--- config.mk ---
export PLATFORM = sky130hd
export DESIGN_NAME = dac_ctrl_top
export DESIGN_NICKNAME = d
export VERILOG_FILES = /design/src/verilog/dac_ctrl_pkg.sv /design/src/verilog/dac_cmd_sequencer.sv /design/src/verilog/dac_cal_convert.sv /design/src/verilog/dac_spi_tx.sv /design/src/verilog/dac_ctrl_top.sv
export SDC_FILE = /design/constraint.sdc
export NUM_CORES = 1
export LEC_CHECK = 0
export BUFFER_PORTS_ARGS = -buffer_cell sky130_fd_sc_hd__buf_4
export CAP_MARGIN = 5
export CORE_MARGIN = 4
export CORE_UTILIZATION = 55
export CTS_BUF_LIST = sky130_fd_sc_hd__clkbuf_4
export DETAILED_ROUTE_END_ITERATION = 12
export GPL_TIMING_DRIVEN = 0
export PLACE_DENSITY_LB_ADDON = 0.08
export SLEW_MARGIN = 20
export SYNTH_ARGS = -nofsm -noshare
export SYNTH_HDL_FRONTEND = slang
export SYNTH_SLANG_ARGS = --single-unit
--- constraint.sdc ---
create_clock -name clk -period 9.3 [get_ports clk]
set_input_delay 1.395 -clock clk [delete_from_list [all_inputs] [get_ports clk]]
set_output_delay 1.395 -clock clk [all_outputs]
set_load 0.03 [all_outputs]
--- src/verilog/dac_ctrl_pkg.sv ---
`default_nettype none

package dac_ctrl_pkg;

  // Command opcodes in bits 31:30
  localparam logic [1:0] OP_NO_OP   = 2'd0; // Delay or trigger wait
  localparam logic [1:0] OP_DAC_WR  = 2'd1; // Followed by four value words
  localparam logic [1:0] OP_SET_CAL = 2'd2; // Channel offset update
  localparam logic [1:0] OP_CANCEL  = 2'd3; // Ends a wait with no ldac

  // Flag bit positions in the command word
  localparam int TRIG_BIT   = 29; // Wait for trigger instead of delay
  localparam int CONT_BIT   = 28; // Another command must follow
  localparam int LDAC_BIT   = 27; // Pulse ldac when the command ends
  localparam int DELAY_W    = 25; // Delay count in bits 24:0
  localparam int CAL_CH_LSB = 16; // SET_CAL channel, value sits in 15:0

  // Calibration and code limits
  localparam int          ABS_CAL_MAX = 4096;
  localparam int          NUM_CH      = 8;
  localparam int          NUM_PAIRS   = 4;     // Value words per DAC write
  localparam int          MID_CODE    = 32767; // Offset code for zero
  localparam logic [15:0] BAD_CODE    = 16'hFFFF;

  // SPI framing
  localparam logic [3:0] SPI_CMD_WRITE  = 4'b0001; // Write input register, load on ldac
  localparam int         FRAME_BITS     = 24;
  localparam int         CS_HIGH_CYCLES = 18;      // 42 cycle frame period minus 24 bits

  typedef struct packed {
    logic [1:0]         op;
    logic               trig;
    logic               cont;
    logic               ldac;
    logic [1:0]         spare;
    logic [DELAY_W-1:0] delay; // Channel and value for SET_CAL
  } cmd_word_t;

  typedef struct packed {
    logic [3:0]  cmd;
    logic        zero;
    logic [2:0]  ch;
    logic [15:0] code;
  } spi_frame_t;

  // Even channel goes out first
  typedef struct packed {
    spi_frame_t even;
    spi_frame_t odd;
  } dac_pair_t;

  typedef struct packed {
    logic underflow;
    logic unexp_trig;
    logic cal_oob;
    logic dac_val_oob;
  } err_flags_t;

endpackage

`default_nettype wire

--- src/verilog/dac_cmd_sequencer.sv ---
`timescale 1ns/1ps
`default_nettype none

module dac_cmd_sequencer import dac_ctrl_pkg::*; (
  input  logic        clk,
  input  logic        resetn,
  input  cmd_word_t   cmd_word,
  input  logic        cmd_buf_empty,
  input  logic        trigger,
  input  logic        pair_done,
  input  logic        val_oob,
  input  logic        cal_oob,
  output logic        cmd_word_rd_en,
  output logic        waiting_for_trig,
  output logic        ldac,
  output err_flags_t  err,
  output logic        halt,
  output logic        set_cal,
  output logic [2:0]  cal_ch,
  output logic [15:0] cal_val,
  output logic        pair_req,
  output logic [31:0] pair_word,
  output logic [1:0]  pair_idx
);

  typedef enum logic [2:0] {S_IDLE, S_DELAY, S_TRIG_WAIT, S_DAC_WR, S_ERROR} state_t;

  state_t             state;
  state_t             next_state;  // Target state of the head word
  logic [DELAY_W-1:0] delay_timer;
  logic               trig_l;      // Latched flags of the running command
  logic               cont_l;
  logic               ldac_l;
  logic               need_pop;    // Next value word is due
  logic               wr_done;     // All four pairs shifted out
  logic [1:0]         pair_cnt;
  logic               finish;
  logic               cancel;
  logic               accept;
  logic               pop_data;
  logic               timed_cmd;
  logic               underflow_hit;
  logic               unexp_hit;
  logic               err_hit;

  // A waiting command has run its course
  assign finish = (state == S_DELAY && delay_timer == '0)
               || (state == S_TRIG_WAIT && trigger)
               || (state == S_DAC_WR && wr_done && !trig_l && delay_timer == '0);
  // Cancel only bites in a wait or right after the last pair
  assign cancel = (state == S_DELAY || state == S_TRIG_WAIT || (state == S_DAC_WR && wr_done))
               && !cmd_buf_empty && cmd_word.op == OP_CANCEL;
  assign accept    = (state == S_IDLE || finish) && !cmd_buf_empty && !cancel;
  assign pop_data  = state == S_DAC_WR && need_pop && !cmd_buf_empty;
  assign timed_cmd = cmd_word.op == OP_NO_OP || cmd_word.op == OP_DAC_WR;
  assign cmd_word_rd_en = accept || cancel || pop_data;

  // Missing follow-up command or missing value word
  assign underflow_hit = cmd_buf_empty
                      && ((cont_l && (finish || state == S_IDLE))
                          || (state == S_DAC_WR && need_pop));
  assign unexp_hit = trigger && state != S_TRIG_WAIT && state != S_ERROR;
  assign err_hit   = state != S_ERROR && (underflow_hit || unexp_hit || cal_oob || val_oob);

  assign halt             = state == S_ERROR;
  assign waiting_for_trig = state == S_TRIG_WAIT;

  always_comb begin
    case (cmd_word.op)
      OP_NO_OP:  next_state = cmd_word[TRIG_BIT] ? S_TRIG_WAIT : S_DELAY;
      OP_DAC_WR: next_state = S_DAC_WR;
      default:   next_state = S_IDLE; // SET_CAL and a lone CANCEL end at once
    endcase
  end

  always_ff @(posedge clk) begin
    if (!resetn) begin
      state <= S_IDLE;
    end else if (err_hit) begin
      state <= S_ERROR; // Held until reset
    end else if (cancel) begin
      state <= S_IDLE;
    end else if (accept) begin
      state <= next_state;
    end else if (finish) begin
      state <= S_IDLE;  // Done and nothing queued
    end else if (state == S_DAC_WR && wr_done) begin
      state <= trig_l ? S_TRIG_WAIT : S_DELAY; // Writes done, wait still running
    end
  end

  always_ff @(posedge clk) begin
    if (!resetn) begin
      trig_l <= 1'b0;
      cont_l <= 1'b0;
      ldac_l <= 1'b0;
    end else if (accept) begin
      trig_l <= cmd_word[TRIG_BIT];
      cont_l <= cmd_word[CONT_BIT];
      ldac_l <= timed_cmd && cmd_word[LDAC_BIT]; // Only waits and writes load the DAC
    end else if (cancel) begin
      trig_l <= 1'b0;
      cont_l <= cmd_word[CONT_BIT];
      ldac_l <= 1'b0;
    end
  end

  // Delay counts down alongside the DAC writes
  always_ff @(posedge clk) begin
    if (!resetn) begin
      delay_timer <= '0;
    end else if (accept && timed_cmd && !cmd_word[TRIG_BIT]) begin
      delay_timer <= cmd_word.delay;
    end else if (cancel) begin
      delay_timer <= '0;
    end else if (delay_timer != '0) begin
      delay_timer <= delay_timer - 1'b1;
    end
  end

  // Pair sequencing, one value word in flight at a time
  always_ff @(posedge clk) begin
    if (!resetn) begin
      need_pop <= 1'b0;
      wr_done  <= 1'b0;
      pair_cnt <= 2'd0;
      pair_req <= 1'b0;
      pair_idx <= 2'd0;
    end else begin
      pair_req <= pop_data && !err_hit;
      wr_done  <= state == S_DAC_WR && pair_done && pair_idx == 2'(NUM_PAIRS - 1);
      if (accept && cmd_word.op == OP_DAC_WR) begin
        need_pop <= 1'b1; // First value word right behind the command
        pair_cnt <= 2'd0;
      end else if (pop_data) begin
        need_pop <= 1'b0;
        pair_idx <= pair_cnt;
        pair_cnt <= pair_cnt + 1'b1;
      end else if (state == S_DAC_WR && pair_done && pair_idx != 2'(NUM_PAIRS - 1)) begin
        need_pop <= 1'b1;
      end
    end
  end

  always_ff @(posedge clk) begin
    if (pop_data)
      pair_word <= cmd_word;
    if (accept) begin
      cal_ch  <= cmd_word[CAL_CH_LSB +: 3];
      cal_val <= cmd_word[15:0];
    end
  end

  always_ff @(posedge clk) begin
    if (!resetn) begin
      set_cal <= 1'b0;
      ldac    <= 1'b0;
    end else begin
      set_cal <= accept && cmd_word.op == OP_SET_CAL;
      ldac    <= finish && ldac_l && !cancel && !err_hit; // Cycle after completion
    end
  end

  // Sticky error flags
  always_ff @(posedge clk) begin
    if (!resetn) begin
      err <= '0;
    end else if (state != S_ERROR) begin
      if (underflow_hit) err.underflow   <= 1'b1;
      if (unexp_hit)     err.unexp_trig  <= 1'b1;
      if (cal_oob)       err.cal_oob     <= 1'b1;
      if (val_oob)       err.dac_val_oob <= 1'b1;
    end
  end

endmodule

`default_nettype wire

--- src/verilog/dac_cal_convert.sv ---
`timescale 1ns/1ps
`default_nettype none

module dac_cal_convert import dac_ctrl_pkg::*; (
  input  logic        clk,
  input  logic        resetn,
  input  logic        set_cal,
  input  logic [2:0]  cal_ch,
  input  logic [15:0] cal_val,
  input  logic        pair_req,
  input  logic [31:0] pair_word,
  input  logic [1:0]  pair_idx,
  output logic        pair_valid,
  output dac_pair_t   dac_pair,
  output logic        val_oob,
  output logic        cal_oob
);

  logic signed [15:0] cal_tab [NUM_CH]; // Per-channel offsets
  logic               cal_in_range;
  logic               code_bad;
  logic [2:0]         even_ch;
  logic               s1_valid;
  logic [2:0]         s1_ch;
  logic signed [16:0] s1_sum_even;      // Calibrated signed values
  logic signed [16:0] s1_sum_odd;
  logic               sum_oob;

  // Offset code to signed, plus the channel offset
  function automatic logic signed [16:0] add_cal(input logic [15:0] code,
                                                 input logic signed [15:0] cal);
    add_cal = 17'($signed({1'b0, code}) - MID_CODE + cal);
  endfunction

  // Back to offset code inside a write frame
  function automatic spi_frame_t make_frame(input logic [2:0] ch,
                                            input logic signed [16:0] sum);
    make_frame.cmd  = SPI_CMD_WRITE;
    make_frame.zero = 1'b0;
    make_frame.ch   = ch;
    make_frame.code = 16'(sum + MID_CODE);
  endfunction

  assign cal_in_range = $signed(cal_val) <= ABS_CAL_MAX && $signed(cal_val) >= -ABS_CAL_MAX;
  assign code_bad     = pair_word[15:0] == BAD_CODE || pair_word[31:16] == BAD_CODE;
  assign even_ch      = {pair_idx, 1'b0}; // Low half of the word is the even channel
  assign sum_oob      = s1_sum_even > MID_CODE || s1_sum_even < -MID_CODE
                     || s1_sum_odd > MID_CODE || s1_sum_odd < -MID_CODE;

  always_ff @(posedge clk) begin
    if (!resetn) begin
      for (int i = 0; i < NUM_CH; i++)
        cal_tab[i] <= '0;
      cal_oob <= 1'b0;
    end else begin
      cal_oob <= set_cal && !cal_in_range; // Rejected, table untouched
      if (set_cal && cal_in_range)
        cal_tab[cal_ch] <= $signed(cal_val);
    end
  end

  // Stage flags; a bad code stops the pair in stage one
  always_ff @(posedge clk) begin
    if (!resetn) begin
      s1_valid   <= 1'b0;
      pair_valid <= 1'b0;
      val_oob    <= 1'b0;
    end else begin
      s1_valid   <= pair_req && !code_bad;
      pair_valid <= s1_valid && !sum_oob;
      val_oob    <= (pair_req && code_bad) || (s1_valid && sum_oob);
    end
  end

  always_ff @(posedge clk) begin
    if (pair_req) begin
      s1_ch       <= even_ch;
      s1_sum_even <= add_cal(pair_word[15:0], cal_tab[even_ch]);
      s1_sum_odd  <= add_cal(pair_word[31:16], cal_tab[even_ch | 3'd1]);
    end
    if (s1_valid) begin
      dac_pair.even <= make_frame(s1_ch, s1_sum_even);
      dac_pair.odd  <= make_frame(s1_ch | 3'd1, s1_sum_odd);
    end
  end

endmodule

`default_nettype wire

--- src/verilog/dac_spi_tx.sv ---
`timescale 1ns/1ps
`default_nettype none

module dac_spi_tx import dac_ctrl_pkg::*; (
  input  logic      clk,
  input  logic      resetn,
  input  logic      halt,
  input  logic      pair_valid,
  input  dac_pair_t dac_pair,
  output logic      n_cs,
  output logic      mosi,
  output logic      pair_done
);

  typedef enum logic [1:0] {TX_IDLE, TX_GAP, TX_SHIFT} tx_state_t;

  tx_state_t                 tx_state;
  logic [2*FRAME_BITS-1:0]   shreg;     // Both frames, even one on top
  logic [4:0]                gap_cnt;   // Remaining n_cs high cycles
  logic [4:0]                bit_cnt;   // Remaining bits of the frame
  logic                      frame_idx; // Second frame in progress

  assign mosi = shreg[2*FRAME_BITS-1]; // MSB first

  always_ff @(posedge clk) begin
    if (!resetn || halt) begin
      tx_state  <= TX_IDLE;
      n_cs      <= 1'b1;
      shreg     <= '0;
      gap_cnt   <= 5'd0;
      bit_cnt   <= 5'd0;
      frame_idx <= 1'b0;
      pair_done <= 1'b0;
    end else begin
      pair_done <= 1'b0;
      case (tx_state)
        TX_IDLE: begin
          if (pair_valid) begin
            shreg     <= dac_pair;
            gap_cnt   <= 5'(CS_HIGH_CYCLES - 2); // pair_valid cycle already counts as high
            frame_idx <= 1'b0;
            tx_state  <= TX_GAP;
          end
        end
        TX_GAP: begin
          if (gap_cnt == 5'd0) begin
            n_cs     <= 1'b0;
            bit_cnt  <= 5'(FRAME_BITS - 1);
            tx_state <= TX_SHIFT;
          end else begin
            gap_cnt <= gap_cnt - 1'b1;
          end
        end
        TX_SHIFT: begin
          shreg <= {shreg[2*FRAME_BITS-2:0], 1'b0};
          if (bit_cnt == 5'd0) begin
            n_cs <= 1'b1; // End of frame
            if (frame_idx) begin
              pair_done <= 1'b1;
              tx_state  <= TX_IDLE;
            end else begin
              frame_idx <= 1'b1;
              gap_cnt   <= 5'(CS_HIGH_CYCLES - 1); // Full gap before odd channel
              tx_state  <= TX_GAP;
            end
          end else begin
            bit_cnt <= bit_cnt - 1'b1;
          end
        end
        default: tx_state <= TX_IDLE;
      endcase
    end
  end

endmodule

`default_nettype wire

--- src/verilog/dac_ctrl_top.sv ---
`timescale 1ns/1ps
`default_nettype none

module dac_ctrl_top import dac_ctrl_pkg::*; (
  input  logic        clk,
  input  logic        resetn,
  input  logic [31:0] cmd_word,
  input  logic        cmd_buf_empty,
  input  logic        trigger,
  output logic        cmd_word_rd_en,
  output logic        waiting_for_trig,
  output err_flags_t  err,
  output logic        n_cs,
  output logic        mosi,
  output logic        ldac
);

  logic        halt;       // Error state, stops the SPI side
  logic        set_cal;
  logic [2:0]  cal_ch;
  logic [15:0] cal_val;
  logic        cal_oob;
  logic        pair_req;
  logic [31:0] pair_word;
  logic [1:0]  pair_idx;
  logic        pair_valid;
  dac_pair_t   dac_pair;
  logic        val_oob;
  logic        pair_done;

  dac_cmd_sequencer u_seq (
    .clk              (clk),
    .resetn           (resetn),
    .cmd_word         (cmd_word),
    .cmd_buf_empty    (cmd_buf_empty),
    .trigger          (trigger),
    .pair_done        (pair_done),
    .val_oob          (val_oob),
    .cal_oob          (cal_oob),
    .cmd_word_rd_en   (cmd_word_rd_en),
    .waiting_for_trig (waiting_for_trig),
    .ldac             (ldac),
    .err              (err),
    .halt             (halt),
    .set_cal          (set_cal),
    .cal_ch           (cal_ch),
    .cal_val          (cal_val),
    .pair_req         (pair_req),
    .pair_word        (pair_word),
    .pair_idx         (pair_idx)
  );

  dac_cal_convert u_conv (
    .clk        (clk),
    .resetn     (resetn),
    .set_cal    (set_cal),
    .cal_ch     (cal_ch),
    .cal_val    (cal_val),
    .pair_req   (pair_req),
    .pair_word  (pair_word),
    .pair_idx   (pair_idx),
    .pair_valid (pair_valid),
    .dac_pair   (dac_pair),
    .val_oob    (val_oob),
    .cal_oob    (cal_oob)
  );

  dac_spi_tx u_tx (
    .clk        (clk),
    .resetn     (resetn),
    .halt       (halt),
    .pair_valid (pair_valid),
    .dac_pair   (dac_pair),
    .n_cs       (n_cs),
    .mosi       (mosi),
    .pair_done  (pair_done)
  );

endmodule

`default_nettype wire

==> metrics <==
Initial Util=0.5569; hold path depth=0; CTS buffer count=96; Iter 0 DRT Violations=about 750; die extent in x=around 180 um; Final GP Congestion=0.9009; post-synthesis register bit count=~360; Reg clk slew, reported paths=approximately 0.06 ns; largest net degree at the start of global routing=38; Setup violations, final=0; most frequent cells in the layout=249 x edfxtp_1, 159 x clkbuf_4, 127 x and2_1; Fmax=0.2102 GHz; Leak Pwr=7.053 nW; post-CTS setup repair buffer count=0; Pins Over Slew Limit=0; first-pass GRT wire length=60,160 um; Synthesized Nets=1,490; mapped cell area=between 15,000 and 20,000 um^2; GRT overflow=0; htree depth=3; RSZ-0062 raised after global routing=false; clk_lat worst skew=between 0.7 and 0.8 ns; ys async rst share=0; synthesized area per cell=around 12 um^2; Hold Crit Start=u_conv.s1_ch[1]; Critical Path AT=between 5 and 6 ns; Tcrit/Tclk final=0.5115; antenna viol nets, final=0; DRC Markers=0; Max-cap violations=0; worst vdd ir=between 0.15 and 0.2 mV; WL/cell=about 19 um; power per cell area=199.2 nW/um^2; Reg area=9742 um^2; Cells after Synth=1,376; Seq/Total Area, Yosys=0.5717; Worst EP required=about 9.9 ns; area delta synth->final=13.15%; via/cell ratio=5.694; HP Class=reg -> reg; post-layout min period=4.757 ns; Post-CTS Resized=0; CTS tree=yes; vias in the first global route=between 10,000 and 15,000; die area=33,850 um^2; Post-DP HPWL=around 28,000 um; reg2reg end=u_conv.s1_sum_even[16]; Detailed Route WL=38,010 um; multi-input logic area=roughly 7000 um^2; CP Max Fanout=10; Setup TNS=0 ns; Fillers=2,456; Root Driver=clkbuf_4; vias=around 11,000; Total GRT Usage=0.2285; DR pass1 iterations=5; most common cell after layout, fill and taps aside=edfxtp_1; Worst Hold Path EP=u_conv.dac_pair[41]; Port-buffer cells=44; I/O pin count=45; WHS=~0.44 ns; main area contributors after synthesis=edfxtp_1 44%, dfxtp_1 13%, ha_1 5.6%; main flop type after synthesis=edfxtp_1; pin slew with the least headroom to its limit=between 0.9 and 1 ns; number of synthesized flops with an enable pin=~250; layout cells sized above 1=0.1853; worst reg-to-reg path cell count=11; crit start category=register; synth unique cells=74; Hold Fails Final Rpt=0; Post-CTS Hold Buffers=0; outcome=complete, no violations; critical path type=reg -> reg; core area=about 30,000 um^2; CP endpoint kind=register; largest area contributor in the netlist=edfxtp_1; num rows=64; fin nets=~1,600; Die H=184.0 um; setup slack, reg-to-reg=between 4 and 5 ns; Yosys Warn Count=0; initial antenna violation count=2; CTS Sinks=362; clk buf depth=3; max_slew headroom=0.3428; worst clock skew=between 0.05 and 0.06 ns; share of the synthesized area in the top cell type=0.4389
## power breakdown
part	switching (mW)	total, mW	internal [mW]
clock	0.646	1.42	0.773
sequential	0.0835	1.88	1.80
combinational	0.305	0.537	0.232
total	1.03	3.84	2.80
## per-stage QoR
step | util | instance area [um^2] | total power, mW | std cells | setup WS (ns)
2_1_floorplan | - | 17040 | 2.303 | 1376 | 5.225
3_3_place_gp | 0.5839 | 17860 | 2.433 | 1816 | 4.604
3_5_place_dp | 0.5878 | 17980 | 2.449 | 1823 | 4.574
4_1_cts | 0.6297 | 19260 | 3.873 | 1999 | 4.516
5_1_grt | 0.6302 | 19280 | 4.041 | 2004 | 3.969
6_report | 0.6302 | 19280 | 3.839 | 2004 | 4.543
## cell families after synthesis
logic type | Yosys count | synth area share
mux | 67 | 0.06287
compound gates | 219 | 0.09137
fa+ha+maj | 78 | 0.05817
xor+xnor | 72 | 0.03702
flops | 362 | 0.5717
simple gates | 491 | 0.1573
buf+inv | 87 | 0.02159
## per-layer routing
metal	routed length [um]	track usage
met5	0	0
met4	1174	0.09021
met1	15950	0.2902
met3	2087	0.05283
met2	18800	0.3820
## flip-flops by register name (all words and copies together) (netlist names), 2 cells and up, named ones only
name and count:
u_tx.tx_state 2, u_seq.pair_cnt 2, u_seq.delay_timer 25, u_seq.cal_ch 3, u_seq.err 4, u_conv.s1_sum_odd 17
u_tx.gap_cnt 5, u_conv.s1_sum_even 17, u_conv.dac_pair 34, u_tx.shreg 48, u_conv.s1_ch 2, u_seq.cal_val 16
u_tx.bit_cnt 5, u_seq.state 3, u_seq.pair_word 32, u_conv.cal_tab 128, u_seq.pair_idx 2
## critical path: stages, from the launching register on
cell       delay [ns]
dfxtp_1          0.32
clkbuf_1         0.33
buf_1            0.78
mux4_2           0.63
ha_1             0.35
ha_1             0.33
a211oi_1         0.31
o21ai_0          0.21
a2111oi_0        0.61
o21bai_1         0.25
a211o_1          0.31
a21oi_1          0.13
## cells in the mapped netlist (6+ instances only)
library cell,instances
a211oi_1,42
a21o_1,14
a21oi_1,50
a21oi_2,7
a22oi_1,9
a31oi_1,7
and2_1,127
buf_1,9
clkbuf_1,35
dfxtp_1,113
edfxtp_1,249
ha_1,76
inv_1,38
mux2i_1,35
mux4_2,32
nand2_1,67
nand2b_1,12
nand3_1,18
nand4_1,17
nor2_1,109
nor2b_1,12
nor3_1,49
nor4_1,20
o21a_1,8
o21ai_0,31
o22ai_1,6
o2bb2ai_2,10
or3_1,16
or4_1,6
xnor2_1,41
xor2_1,31
## worst max path at each step
| stage | from | to | slack (ns) |
|---|---|---|---|
| final | register | u_conv.s1_sum_even[16] | 4.54 |
| after global routing | register | u_conv.s1_sum_even[16] | 3.97 |
| after CTS | register | u_conv.s1_sum_even[16] | 4.52 |
| after detailed placement | register | u_conv.s1_sum_even[16] | 4.57 |
| after global placement | cmd_buf_empty | cmd_word_rd_en | 4.60 |
| after floorplan | cmd_buf_empty | cmd_word_rd_en | 5.22 |
## layout make-up
| class | instances | share of cell area |
|---|---|---|
| diodes | 5 | 0.0006491 |
| plain buffers | 48 | 0.01149 |
| clock buffers | 159 | 0.06192 |
| clock inverters | 17 | 0.004609 |
| inverters | 39 | 0.007594 |
| multi-input cells | 927 | 0.3603 |
| flip-flops and latches | 362 | 0.5054 |
| well taps | 396 | 0.02570 |
| repair buffers | 51 | 0.02233 |
Note: power is estimated with default switching activity, not from simulation.
